===== config.mk =====
export PLATFORM = sky130hd
export DESIGN_NAME = bus_ctrl
export DESIGN_NICKNAME = d
export VERILOG_FILES = /design/src/design/coherence_pkg.sv /design/src/design/bus_ctrl.sv
export VERILOG_INCLUDE_DIRS = /design/src /design/src/include
export SDC_FILE = /design/constraint.sdc
export NUM_CORES = 1
export LEC_CHECK = 0
export BUFFER_PORTS_ARGS = -buffer_cell sky130_fd_sc_hd__buf_2
export CAP_MARGIN = 10
export CORE_AREA = 2 2 168 170
export DETAILED_ROUTE_END_ITERATION = 7
export DIE_AREA = 0 0 170 172
export GPL_TIMING_DRIVEN = 0
export PLACE_DENSITY_LB_ADDON = 0.15
export SLEW_MARGIN = 25
export SYNTH_ARGS = -nofsm -noshare
export SYNTH_HDL_FRONTEND = slang
export SYNTH_SLANG_ARGS = --single-unit

===== constraint.sdc =====
create_clock -name CLK -period 4.1 [get_ports CLK]
set_input_delay 0.615 -clock CLK [delete_from_list [all_inputs] [get_ports CLK]]
set_output_delay 0.615 -clock CLK [all_outputs]
set_load 0.01 [all_outputs]

===== src/include/bus_params.svh =====
`ifndef BUS_PARAMS_SVH
`define BUS_PARAMS_SVH

// caches sharing the bus
`define N_CPUS 2

// word width and block size in words
`define WORD_W 32
`define BLOCK_WORDS 2

// shared L2, word addressed
`define L2_DEPTH 256
`define L2_LATENCY 2    // cycles from strobe rise to ready

`endif

===== src/design/coherence_pkg.sv =====
`include "bus_params.svh"

package coherence_pkg;

    // bus transaction kinds, highest priority first
    typedef enum logic [2:0] {
        NONE,
        EVICT,      // victim writeback
        READX,      // write miss
        READ,       // read miss
        INV         // shared to modified upgrade
    } req_class_t;

    typedef enum logic [3:0] {
        IDLE,
        READ_L2,        // block fill from L2
        TRANSFER,       // cache to cache
        WRITEBACK_MS,   // dirty supplier copy goes to L2 as well
        WRITEBACK,      // evicted block to L2
        RELEASE         // requester sees dwait low
    } bus_state_t;

    // highest-numbered set bit of a per-CPU vector
    function automatic logic [$clog2(`N_CPUS)-1:0] highest_cpu(input logic [`N_CPUS-1:0] v);
        logic [$clog2(`N_CPUS)-1:0] id;
        id = '0;
        for (int i = 0; i < `N_CPUS; i++) begin
            if (v[i])
                id = i[$clog2(`N_CPUS)-1:0];
        end
        return id;
    endfunction

    // word address of the first word in the block
    function automatic logic [`WORD_W-1:0] block_base(input logic [`WORD_W-1:0] addr);
        return (addr >> $clog2(`BLOCK_WORDS)) << $clog2(`BLOCK_WORDS);
    endfunction

endpackage


===== src/design/bus_ctrl.sv =====
`timescale 1ns/100ps
`include "bus_params.svh"

module bus_ctrl (
    input  logic                                        CLK,
    input  logic                                        nRST,
    input  coherence_pkg::req_class_t                   grant_class,
    input  logic [$clog2(`N_CPUS)-1:0]                  grant_cpu,
    input  logic [`N_CPUS-1:0][`WORD_W-1:0]             daddr,
    input  logic [`N_CPUS-1:0][`BLOCK_WORDS*`WORD_W-1:0] dstore,
    input  logic                                        snoop_done,
    input  logic                                        any_hit,
    input  logic [$clog2(`N_CPUS)-1:0]                  supplier_cpu,
    input  logic                                        supplier_dirty,
    input  logic                                        exclusive,
    input  logic                                        l2_ready,
    input  logic [`WORD_W-1:0]                          l2_load,
    output logic [`N_CPUS-1:0]                          dwait,
    output logic [`N_CPUS-1:0][`BLOCK_WORDS*`WORD_W-1:0] dload,
    output logic [`N_CPUS-1:0]                          ccwait,
    output logic [`N_CPUS-1:0]                          ccexclusive,
    output logic                                        l2_ren,
    output logic                                        l2_wen,
    output logic [`WORD_W-1:0]                          l2_addr,
    output logic [`WORD_W-1:0]                          l2_store,
    output logic                                        bus_done
);
    import coherence_pkg::*;

    localparam int CNT_W = (`BLOCK_WORDS > 1) ? $clog2(`BLOCK_WORDS) : 1;

    bus_state_t                         state;
    bus_state_t                         next_state;
    logic [CNT_W-1:0]                   word_cnt;   // word of the block on the L2 side
    logic [`BLOCK_WORDS*`WORD_W-1:0]    blk;        // block on its way through the bus
    logic                               last_word;
    logic [`N_CPUS-1:0]                 others;
    logic                               is_read;

    assign is_read = (grant_class == READ) || (grant_class == READX);
    assign others = ~(`N_CPUS'(1) << grant_cpu);
    assign last_word = l2_ready && (word_cnt == CNT_W'(`BLOCK_WORDS - 1));

    always_comb begin
        next_state = state;
        case (state)
            IDLE: begin
                if (snoop_done) begin
                    if (grant_class == EVICT)
                        next_state = WRITEBACK;
                    else if (grant_class == INV)
                        next_state = RELEASE;   // no data to move
                    else if (any_hit)
                        next_state = TRANSFER;
                    else
                        next_state = READ_L2;
                end
            end
            TRANSFER: begin
                // a read-exclusive takes ownership so L2 may stay stale
                if (grant_class == READ && supplier_dirty)
                    next_state = WRITEBACK_MS;
                else
                    next_state = RELEASE;
            end
            READ_L2, WRITEBACK_MS, WRITEBACK: begin
                if (last_word)
                    next_state = RELEASE;
            end
            RELEASE: next_state = IDLE;
            default: next_state = IDLE;
        endcase
    end

    always_ff @(posedge CLK, negedge nRST) begin
        if (!nRST) begin
            state <= IDLE;
            word_cnt <= '0;
        end else begin
            state <= next_state;
            if (state != next_state)
                word_cnt <= '0;
            else if (l2_ready)
                word_cnt <= word_cnt + 1'b1;
        end
    end

    // address and block buffer
    always_ff @(posedge CLK) begin
        if (state == IDLE && snoop_done) begin
            l2_addr <= block_base(daddr[grant_cpu]);
            blk <= dstore[grant_cpu];           // the victim when evicting
        end else if (state == TRANSFER) begin
            blk <= dstore[supplier_cpu];
        end else if (l2_ready) begin
            l2_addr <= l2_addr + 1'b1;          // next word of the block
            if (state == READ_L2)
                blk[word_cnt*`WORD_W +: `WORD_W] <= l2_load;
        end
    end

    assign l2_store = blk[word_cnt*`WORD_W +: `WORD_W];

    always_comb begin
        dload = '0;
        dload[grant_cpu] = blk;
    end

    always_comb begin
        dwait = '1;
        ccwait = '0;
        ccexclusive = '0;
        l2_ren = 1'b0;
        l2_wen = 1'b0;
        bus_done = 1'b0;
        case (state)
            READ_L2: begin
                ccwait = others;
                l2_ren = !l2_ready;         // strobe drops in the ready cycle
            end
            TRANSFER: ccwait = others;
            WRITEBACK_MS, WRITEBACK: begin
                ccwait = others;
                l2_wen = !l2_ready;
            end
            RELEASE: begin
                dwait[grant_cpu] = 1'b0;
                ccexclusive[grant_cpu] = is_read && exclusive;
                bus_done = 1'b1;
            end
            default: ;
        endcase
    end

endmodule


After elaboration in Yosys (flattened, before gate mapping)
Cells that the tools add are included.
{"block": "word_totals", "ff_bits": 101, "inputBits": 236, "output_inout_bits": 201, "word_cells": 82}
{"block": "op_classes", "add_sub_neg": 3, "magnitude_cmp": 3, "n_eq_ne": 11, "n_shift": 4, "mux": 33, "bitwise_logic": 5, "n_reduce_logical": 18}
{"cell": "64-bit two-way mux", "count": 9}
{"cell": "32-bit two-way mux", "count": 5}
{"cell": "128-bit bitwise AND", "count": 1}
{"cell": "64-bit bitwise mux", "count": 1}
{"cell": "64-bit demux with 1-bit select", "count": 1}
{"cell": "32-bit by 34-bit variable shift with 64-bit output (first input constant)", "count": 1}
{"cell": "32-bit by 34-bit indexed part select with 64-bit output", "count": 1}
{"cell": "64-bit by 7-bit indexed part select with 32-bit output", "count": 1}
{"cell": "6-bit negation with 34-bit output", "count": 1}
{"cell": "32-bit by 1-bit adder with 32-bit output (second input constant)", "count": 1}
{"cell": "4-bit case mux with 3 select lines", "count": 1}
{"cell": "3-bit two-way mux", "count": 3}
{"cell": "4-bit by 2-bit == test with 1-bit output (second input constant)", "count": 2}
{"cell": "4-bit by 3-bit == test with 1-bit output (second input constant)", "count": 2}
{"cell": "2-bit two-way mux", "count": 4}
{"cell": "4-bit two-way mux", "count": 2}
{"cell": "3-bit by 2-bit == test with 1-bit output (second input constant)", "count": 2}
{"cell": "1-bit two-way mux", "count": 6}
{"cell": "2-bit AND reduction", "count": 3}
{"cell": "3-bit nonzero test", "count": 2}
{"cell": "1-bit logical AND", "count": 5}
{"cell": "4-bit by 1-bit == test with 1-bit output (second input constant)", "count": 1}
{"cell": "4-bit logical NOT", "count": 1}
{"cell": "1-bit by 2-bit < comparator with 1-bit output (second input constant)", "count": 2}
{"cell": "17 further kinds", "count": 19}

Longest topological paths before layout
Gate-level depths: netlist of run 1.
{"block": "depth", "ltp_word": 7, "ltp_mapped": 9, "mapped_depth_nobuf": 6}

Worst setup path after synthesis of run 1
OpenSTA, ideal clock, no wires.
{"block": "synth_path", "path_kind": "register to register", "startpoint": "register, netlist name word_cnt", "endpoint": "register blk[32] (enable)", "setup_ps": 432, "arrival_ps": 2749, "required_ps": 3668, "path_slack_ps": 919, "path_stages_with_launch": 5, "n_path_buf": 2, "period_less_slack_ps": 3181, "path_cell_list": "dfrtp_1 -> buf_1 -> clkbuf_1 -> nand3_1 -> a21oi_1"}
{"element": "to (signal assigned)", "line": "bus_ctrl.sv:92", "text": "blk <= dstore[grant_cpu];"}
{"element": "to (signal assigned)", "line": "bus_ctrl.sv:94", "text": "blk <= dstore[supplier_cpu];"}
{"element": "to (signal, indexed assignment)", "line": "bus_ctrl.sv:98", "text": "blk[word_cnt*`WORD_W +: `WORD_W] <= l2_load;"}
{"element": "to (decl)", "line": "bus_ctrl.sv:35", "text": "logic [`BLOCK_WORDS*`WORD_W-1:0] blk;"}

Final worst setup path of run 1
{"block": "layout_path", "startpoint": "register word_cnt", "endpoint": "output l2_store[9]"}
{"block": "layout_via", "elab_chain_cells": 1}
{"element": "from (decl)", "line": "bus_ctrl.sv:34", "text": "logic [CNT_W-1:0] word_cnt;"}
{"element": "from (signal assigned)", "line": "bus_ctrl.sv:84", "text": "word_cnt <= word_cnt + 1'b1;"}
{"element": "64-bit by 7-bit indexed part select with 32-bit output", "line": "bus_ctrl.sv:102", "text": "assign l2_store = blk[word_cnt*`WORD_W +: `WORD_W];"}
{"element": "to (decl)", "line": "bus_ctrl.sv:25", "text": "output logic [`WORD_W-1:0] l2_store,"}
No other way between the ends.

==> results of run 1 <==
power groups by stage:
| stage | registers (mW) | clock network [mW] | logic (mW) |
|---|---|---|---|
| final | 1.47 | 1.05 | 1.36 |
| after floorplan | 1.48 | 0 | 0.705 |
| after CTS | 1.47 | 1.08 | 1.38 |
| after global placement | 1.50 | 0 | 1.33 |
| after detailed placement | 1.50 | 0 | 1.38 |
| after global routing | 1.50 | 1.12 | 1.48 |
critical path: cells and delay by family, from the launching register on:
family,cells,cell delay (ps)
multiplexers,1,440
buffers and inverters,3,1470
flip-flops,1,390
kinds of logic after synthesis:
| logic type | count (synthesis) | share of synthesized area (%) |
|---|---|---|
| compound gates | 117 | 14.37 |
| xor+xnor | 32 | 4.106 |
| fa+ha+maj | 1 | 0.1833 |
| buf+inv | 121 | 7.589 |
| flops | 101 | 43.92 |
| mux | 66 | 10.27 |
| other cells | 1 | 0.05494 |
| simple gates | 220 | 19.51 |
worst max path at each step:
stage	start	end	slack [ps]	depth (start not counted)
floorplan	word_cnt	blk[32]	920	4
global placement	word_cnt	blk[54]	-1570	4
detailed placement	grant_cpu	dload[92]	850	5
CTS	word_cnt	l2_store[9]	730	4
global route	word_cnt	l2_store[9]	650	4
finish	word_cnt	l2_store[9]	810	4
sequential cells by signal, indices dropped and copies added, names as in the netlist:
register  flops
blk          64
word_cnt      1
l2_addr      32
state         4
layout by cell type (no fill, tap or decap), types with 21 or more instances in the layout:
cell / instances
a222oi_1: 63
and2_1: 65
buf_2: 441
clkbuf_1: 35
edfxtp_1: 95
inv_1: 66
mux2_2: 32
mux2i_1: 34
nand3_1: 21
nor2b_1: 67
o22ai_1: 31
xor2_1: 26
cell type report:
cell class | count | area, sq um | area share (%)
Multi-Input combinational cell | 437 | 3343 | 33.58
Sequential cell | 101 | 2998 | 30.11
Timing Repair Buffer | 438 | 2305 | 23.15
Tap cell | 346 | 432.9 | 4.348
Buffer | 55 | 270.3 | 2.714
Inverter | 66 | 247.7 | 2.488
Clock buffer | 9 | 225.2 | 2.262
Clock inverter | 7 | 127.6 | 1.282
Antenna cell | 3 | 7.507 | 0.07540
metal layers:
layer	up-vias	wire [um]
met2	384	17200
met1	3476	13200
met4	6	352
met5	-	41
li1	3346	-
met3	37	2484
per-stage QoR:
| step | setup TNS (ps) | total power, mW |
|---|---|---|
| floorplan | 0 | 2.181 |
| global placement | -85070 | 2.834 |
| detailed placement | 0 | 2.876 |
| CTS | 0 | 3.939 |
| global route | 0 | 4.099 |
| finish | 0 | 3.889 |
==> reports/metrics.yaml, run 1 <==
clk_pin_slew_ps: 80
core_area_sq_um: 27480
numCtsBuffers: 9
die_w_um: 170
synthDistinctLibCells: 53
finClkSkew_ps: 11.96
run_status: "complete, no violations"
maxCapViolCount: 0
regToRegSetupSlack_ps: 1260
utilization_pct: 36.24
finalHoldViolations: 0
met3_usage_pct: 4.944
grt_usage_pct: 21.72
required_ps: 3480
place_hpwl_um: 26010
use_met1_pct: 25.93
fmax_ghz: 0.3041
wl_um: 33280
synth_edf_count: 95
grt_start_max_net_pins: 19
clock_tree.root_cell: "clkbuf_16"
stdcell_area_sq_um: 9957
arrival_ps: 2670
synth_top_cell_by_area: "edfxtp_1"
period_needed_ps: 3289
synthArstFlopShare_pct: 4.950
p_int_mw: 2.545
ys_ff_latch: 101
grt_pass1_vias: 6972
synthTopCellsByCount: "edfxtp_1, nor2b_1, inv_1, and2_1, a222oi_1"
instances_no_fill: 1462
vias: 7249
p_sw_mw: 1.344
yosysMostFrequentCell: "edfxtp_1"
layout-drive-gt1-share_pct: 46.27
seqPwrFrac_pct: 37.9
htree_num_levels: 3
placed_area_sq_um: 9597
synth_ff_type: "edfxtp_1"
setup_viol: 0
combPwrFrac_pct: 35.0
max-clock-path-buffers: 2
clock_sinks: 101
synth.avg_cell_area_sq_um: 10.36
post_cts_buffers: 0
slew_viol_final: 0
syn_area_sq_um: 6825
ff2ff_path_depth: 5
use_met2_pct: 39.79
timing.rr.end: "blk[54]"
holdWs_ps: 62.69
antenna_found_initial: 6
cp_cell_sequence: "buf_1 -> clkbuf_1 -> mux2_2 -> buf_2"
dp.cells: 1443
setup_slack_ps: 811.3
syn-num-nets: 896
dr.pass1.iters: 8
vias_per_cell: 4.958
cts_resized: 0
antenna_left: 0
portBuffers: 433
worst_pin_slew_ps: 993.6
place_congestion: 0.8495
r2r-start: "word_cnt"
ys_warn_count: 0
grt_overflow_total: 0
fill_cells: 2969
wl_per_cell_um: 22.76
total_leakage_power_nw: 4.870
drc_errors: 0
die_h_um: 172
rsz0062_at_grt: "false"
top_usage_layer: "met2"
startpoint_type: "flop"
drt_iter0_drc: 698
ctsHoldBuffers: 0
yosysSeqAreaShare_pct: 43.92
dieArea_sq_um: 29240
cpPeakStageDelay_ps: 790
pin_count: 437
syn_inst: 659
yosys-top-cells-area: "edfxtp_1, a222oi_1, nor2b_1"
post-place-ws_ps: 851.7
syn_to_final_growth_pct: 45.88
initial_utilization_pct: 24.84
cp_slowest_cell: "clkbuf_1"
rows: 61
cts_tree: "yes"
p_sw_share_pct: 34.55
clockPowerShare_pct: 27.0
critPathCaptureType: "primary output"
nNetsFinal: 1345
worst-setup-path-type: "flop to primary output"
yosysTopAreaCellShare_pct: 41.80
clock_latency_ps: 360
relSlewSlack_pct: 33.21
grt_pass1_wl_um: 45800
power_density_nw_per_um2: 390.6
hold_class: "input pin to asynchronous set/reset pin"
min_period_over_period_pct: 80.21
critical_path_peak_fanout: 10
ir_drop_v: 0.0001399
Power figures use the tool's default switching activity.
==> inputs of run 2 (changes only) <==
==> constraint.sdc (replaced) <==
create_clock -name CLK -period 3.2 [get_ports CLK]
set_input_delay 0.48 -clock CLK [delete_from_list [all_inputs] [get_ports CLK]]
set_output_delay 0.48 -clock CLK [all_outputs]
set_load 0.01 [all_outputs]
==> reports/metrics.yaml, run 2 (synthesis gave the netlist of run 1 again) <==
run_status: "complete, no violations"
vias_per_cell: 4.931  # -0.55%
numCtsBuffers: 9  # unchanged
finalHoldViolations: 0  # unchanged
max-clock-path-buffers: 2  # unchanged
required_ps: 2720  # -760 ps
core_area_sq_um: 27480  # unchanged
worst_pin_slew_ps: 1043  # +48.98 ps
antenna_left: 0  # unchanged
maxCapViolCount: 0  # unchanged
grt_start_max_net_pins: 19  # unchanged
dr.pass1.iters: 8  # unchanged
hold_class: "input pin to flop"
period_needed_ps: 2935
drc_errors: 0  # unchanged
rsz0062_at_grt: "false"
dp.cells: 1443  # unchanged
final_common_cell: "buf_2"
post_cts_buffers: 0  # unchanged
min_period_over_period_pct: 91.71
grt_overflow_total: 0  # unchanged
p_sw_mw: 1.724  # +28%
layout-drive-gt1-share_pct: 46.50  # +0.23 points
wl_per_cell_um: 22.67  # -0.40%
grt_pass1_vias: 6974  # +0.029%
htree_num_levels: 3  # unchanged
utilization_pct: 36.29  # +0.050 points
cp_slowest_cell: "clkbuf_1"
tns_ps: 0  # unchanged
layout_common_cells: "buf_2, edfxtp_1, nor2b_1, inv_1, and2_1"
cp_cell_sequence: "buf_2 -> clkbuf_1 -> clkbuf_1 -> and2_1 -> buf_2"
relSlewSlack_pct: 30.50  # -2.7 points
rows: 61  # unchanged
startpoint_type: "input pin"
pin_count: 437  # unchanged
total_leakage_power_nw: 4.884  # +0.29%
instances_no_fill: 1463  # +0.068%
dieArea_sq_um: 29240  # unchanged
clock_sinks: 101  # unchanged
fmax_ghz: 0.3407
wl_um: 33170  # -0.33%
critPathCaptureType: "primary output"
die_w_um: 170  # unchanged
combPwrFrac_pct: 35.1  # about the same
seqPwrFrac_pct: 37.9  # about the same
regMostFlops: "blk"
stdcell_area_sq_um: 9971  # +0.14%
cts_tree: "yes"
grt_pass1_wl_um: 45800  # unchanged
initial_utilization_pct: 24.84  # unchanged
clock_latency_ps: 360  # about the same
syn_to_final_growth_pct: 46.09
p_sw_share_pct: 34.57  # about the same
finClkSkew_ps: 12.24  # +0.2853 ps
antenna_found_initial: 6  # unchanged
clockPowerShare_pct: 27.1  # about the same
worst-setup-path-type: "input pin to primary output"
p_int_mw: 3.263  # +28%
nNetsFinal: 1346  # +0.074%
drt_iter0_drc: 699  # +0.14%
place_congestion: 0.8495  # unchanged
portBuffers: 433  # unchanged
slew_viol_final: 0  # unchanged
grt_usage_pct: 21.72  # unchanged
critical_path_peak_fanout: 10  # unchanged
arrival_ps: 2450  # -220 ps
holdWs_ps: 399.9  # +337.2 ps
largest_register_ffs: 64  # unchanged
placed_area_sq_um: 9597  # unchanged
clk_pin_slew_ps: 80  # about the same
clock_tree.root_cell: "clkbuf_16"
cpPeakStageDelay_ps: 840  # +50 ps
ir_drop_v: 0.0001818  # +30%
power_density_nw_per_um2: 500.2  # +28%
die_h_um: 172  # unchanged
vias: 7214  # -0.48%
reg.largest.list: "blk x64, l2_addr x32, state x4"
setup_viol: 0  # unchanged
place_hpwl_um: 26010  # unchanged
[run 2: stage by stage]
| stage | setup WS [ps] | power [mW] |
|---|---|---|
| final | 265.2 | 4.987 |
| after global routing | 135.4 | 5.253 |
| after CTS | 5.385 | 5.049 |
| after detailed placement | 207.8 | 3.685 |
| after global placement | -2473 | 3.631 |
| after floorplan | 19.36 | 2.795 |
[run 2: path summary, 6_finish.rpt]
path | startpoint | to | slack [ps] | depth (start not counted)
max | grant_cpu | dload[85] | 270 | 5
min | dstore[31] | blk[31] | 400 | 3
max reg2reg | state[1] | blk[52] | 570 | 6
min reg2reg | l2_addr[0] | l2_addr[0] | 580 | 1
max in group asynchronous | nRST | state[0] | 2580 | 2
min in group asynchronous | nRST | state[1] | 470 | 2
[run 2: power by group through the flow]
stage | logic (mW) | clock network, mW | registers [mW]
final | 1.75 | 1.35 | 1.89
after global routing | 1.90 | 1.43 | 1.92
after global placement | 1.71 | 0 | 1.93
after CTS | 1.77 | 1.39 | 1.89
after floorplan | 0.903 | 0 | 1.89
after detailed placement | 1.77 | 0 | 1.92
[run 2: cell type report]
cell class                      instances  area (sq um)
Antenna cell                            3         7.507
Fill cell                            2968         17510
Inverter                               66         247.7
Timing Repair Buffer                  439          2315
Tap cell                              346         432.9
Clock inverter                          7         127.6
Clock buffer                            9         225.2
Multi-Input combinational cell        437          3343
Buffer                                 55         274.0
Sequential cell                       101          2998
[run 2: routing by layer]
layer  GRT usage (%)  wire length, um
met1           25.93            13100
met2           39.79            17170
met3           4.944             2508
met4           4.794              348
met5               0               41
[run 2: timing repair]
action,in CTS,in global routing
endpoints found under the setup margin,15,7
hold buffers,1,0
gates resized for setup,2,3
hold endpoints to repair,5,0
[run 2: worst max-delay path, delay by kind of cell]
family                 cells  cell delay (ps)
buffers and inverters      4             1720
and+or+nand+nor            1              240
==> inputs of run 3 (changes only) <==
--- a/config.mk
+++ b/config.mk
@@ -6,7 +6,7 @@
 export SDC_FILE = /design/constraint.sdc
 export NUM_CORES = 1
 export LEC_CHECK = 0
-export BUFFER_PORTS_ARGS = -buffer_cell sky130_fd_sc_hd__buf_2
+export BUFFER_PORTS_ARGS = -buffer_cell sky130_fd_sc_hd__buf_4
 export CAP_MARGIN = 10
 export CORE_AREA = 2 2 168 170
 export DETAILED_ROUTE_END_ITERATION = 7
==> constraint.sdc (replaced) <==
create_clock -name CLK -period 3.15 [get_ports CLK]
set_input_delay 0.4725 -clock CLK [delete_from_list [all_inputs] [get_ports CLK]]
set_output_delay 0.4725 -clock CLK [all_outputs]
set_load 0.01 [all_outputs]
==> reports/metrics.yaml, run 3 (synthesis gave the netlist of run 1 again) <==
run_status: "finished with violations"
violations: "design-rule violations"
grt_start_max_net_pins: 32  # +13
wl_per_cell_um: 23.45  # +3.4%
min_from: "dstore[49]"
nNetsFinal: 1345  # -0.074%
required_ps: 2680  # -40 ps
max-clock-path-buffers: 2  # unchanged
pin_count: 437  # unchanged
ir_drop_v: 0.0002634  # +45%
regMostFlops: "blk"
post_cts_buffers: 0  # unchanged
clock_tree.root_cell: "clkbuf_16"
antenna_left: 0  # unchanged
vias: 7288  # +1.0%
cp_cell_sequence: "buf_1 -> clkbuf_2 -> mux2_2 -> buf_4"
largest_register_ffs: 64  # unchanged
critPathCaptureType: "primary output"
grt_overflow_total: 0  # unchanged
arrival_ps: 2430  # -20 ps
drc_errors: 2  # +2
grt_usage_pct: 22.28  # +0.56 points
holdWs_ps: 385.4  # -14.57 ps
drt_iter0_drc: 707  # +1.1%
cp_top_family: "buffers and inverters"
cts_tree: "yes"
reg.largest.list: "blk x64, l2_addr x32, state x4"
relSlewSlack_pct: 46.70  # +16 points
startpoint_type: "flop"
die_w_um: 170  # unchanged
total_leakage_power_nw: 5.146  # +5.4%
worst-setup-path-type: "flop to primary output"
setup_slack_ps: 245.4  # -19.86 ps
htree_num_levels: 3  # unchanged
cp_slowest_cell: "buf_1"
path_buf_inv: 3  # -1
dp.cells: 1442  # -0.069%
layout_common_cells: "buf_4, edfxtp_1, nor2b_1, inv_1, and2_1"
setup_viol: 0  # unchanged
finalHoldViolations: 0  # unchanged
die_h_um: 172  # unchanged
worstSetupStartpoint: "word_cnt"
worst_pin_slew_ps: 796.7  # -245.9 ps
clk_pin_slew_ps: 80  # about the same
critical_path_peak_fanout: 10  # unchanged
final_common_cell: "buf_4"
dieArea_sq_um: 29240  # unchanged
power_density_nw_per_um2: 468.1  # -6.4%
fmax_ghz: 0.3443
portBuffers: 433  # unchanged
syn_to_final_growth_pct: 60.77
numCtsBuffers: 9  # unchanged
clock_sinks: 101  # unchanged
r2r-start: "state[2]"
power_mw: 5.136  # +3.0%
slew_viol_final: 0  # unchanged
core_area_sq_um: 27480  # unchanged
vias_per_cell: 4.988  # +1.2%
initial_utilization_pct: 24.84  # unchanged
antenna_found_initial: 2  # -4
instances_no_fill: 1461  # -0.14%
hold_class: "input pin to flop"
cpPeakStageDelay_ps: 580  # -260 ps
dr.pass1.iters: 8  # unchanged
grt_pass1_wl_um: 47020  # +2.7%
post-place-ws_ps: 229.0  # +21.11 ps
utilization_pct: 39.94  # +3.6 points
rsz0062_at_grt: "false"
clock_latency_ps: 360  # about the same
maxCapViolCount: 0  # unchanged
min_period_over_period_pct: 92.21
layout-drive-gt1-share_pct: 46.27  # -0.23 points
rows: 61  # unchanged
finClkSkew_ps: 11.25  # -0.9967 ps
wl_um: 34260  # +3.3%
period_needed_ps: 2905
grt_pass1_vias: 7334  # +5.2%
place_congestion: 0.8408  # -1.0%
place_hpwl_um: 26900  # +3.4%
==> run 3: cell count changes in the layout (fill, tap and decap cells not counted), moves of 2 or more <==
cell | previous run | this run
buf_2 | 441 | 8
buf_4 | 3 | 436
bufinv_16 | 3 | 1
inv_6 | 2 | 0
==> run 3: through the flow <==
stage          setup TNS, ps  cell area (sq um)
2_1_floorplan              0               6829
3_3_place_gp         -100950              10510
3_5_place_dp               0              10650
4_1_cts                    0              10960
5_1_grt                    0              10970
6_report                   0              10970
==> run 3: power breakdown <==
part           switching, mW  total [mW]  internal, mW
Combinational           1.03        2.04          1.01
Clock                  0.557        1.17         0.618
Sequential             0.181        1.92          1.74
==> run 3: metal layers <==
metal | up-vias | track usage [%] | routed length, um
met1 | 3533 | 25.40 | 12880
met2 | 375 | 41.38 | 17920
li1 | 3352 | - | -
met3 | 28 | 5.608 | 2937
met5 | - | 0 | 0
met4 | 0 | 5.946 | 522
==> run 3: timing repair <==
item                                    CTS  global route
resized for setup                         3             0
hold endpoints to repair                  5             0
endpoints found under the setup margin   27             0
hold buffers                              1             0
==> run 3: worst paths after layout <==
| kind | endpoint | slack (ps) | cells after the start |
|---|---|---|---|
| hold reg to reg | l2_addr[0] | 590 | 1 |
| setup / recovery | l2_store[9] | 250 | 4 |
| min in group asynchronous | state[1] | 450 | 2 |
| max in group asynchronous | word_cnt | 2600 | 2 |
| setup reg to reg | l2_addr[24] | 460 | 5 |
| hold / removal | blk[49] | 390 | 3 |
==> run 3: tightest hold or removal path: cells and delay by family <==
kind / cells / cell delay (ps)
buf+inv: 2 / 130
compound gates: 1 / 50
==> run 3: layout make-up <==
type | count | area (sq um)
Timing Repair Buffer | 438 | 3371
Antenna cell | 2 | 5.005
Sequential cell | 101 | 2998
Multi-Input combinational cell | 437 | 3352
Clock inverter | 6 | 63.81
Buffer | 55 | 274.0
Tap cell | 346 | 432.9
Clock buffer | 10 | 229.0
Inverter | 66 | 247.7
Fill cell | 2879 | 16500
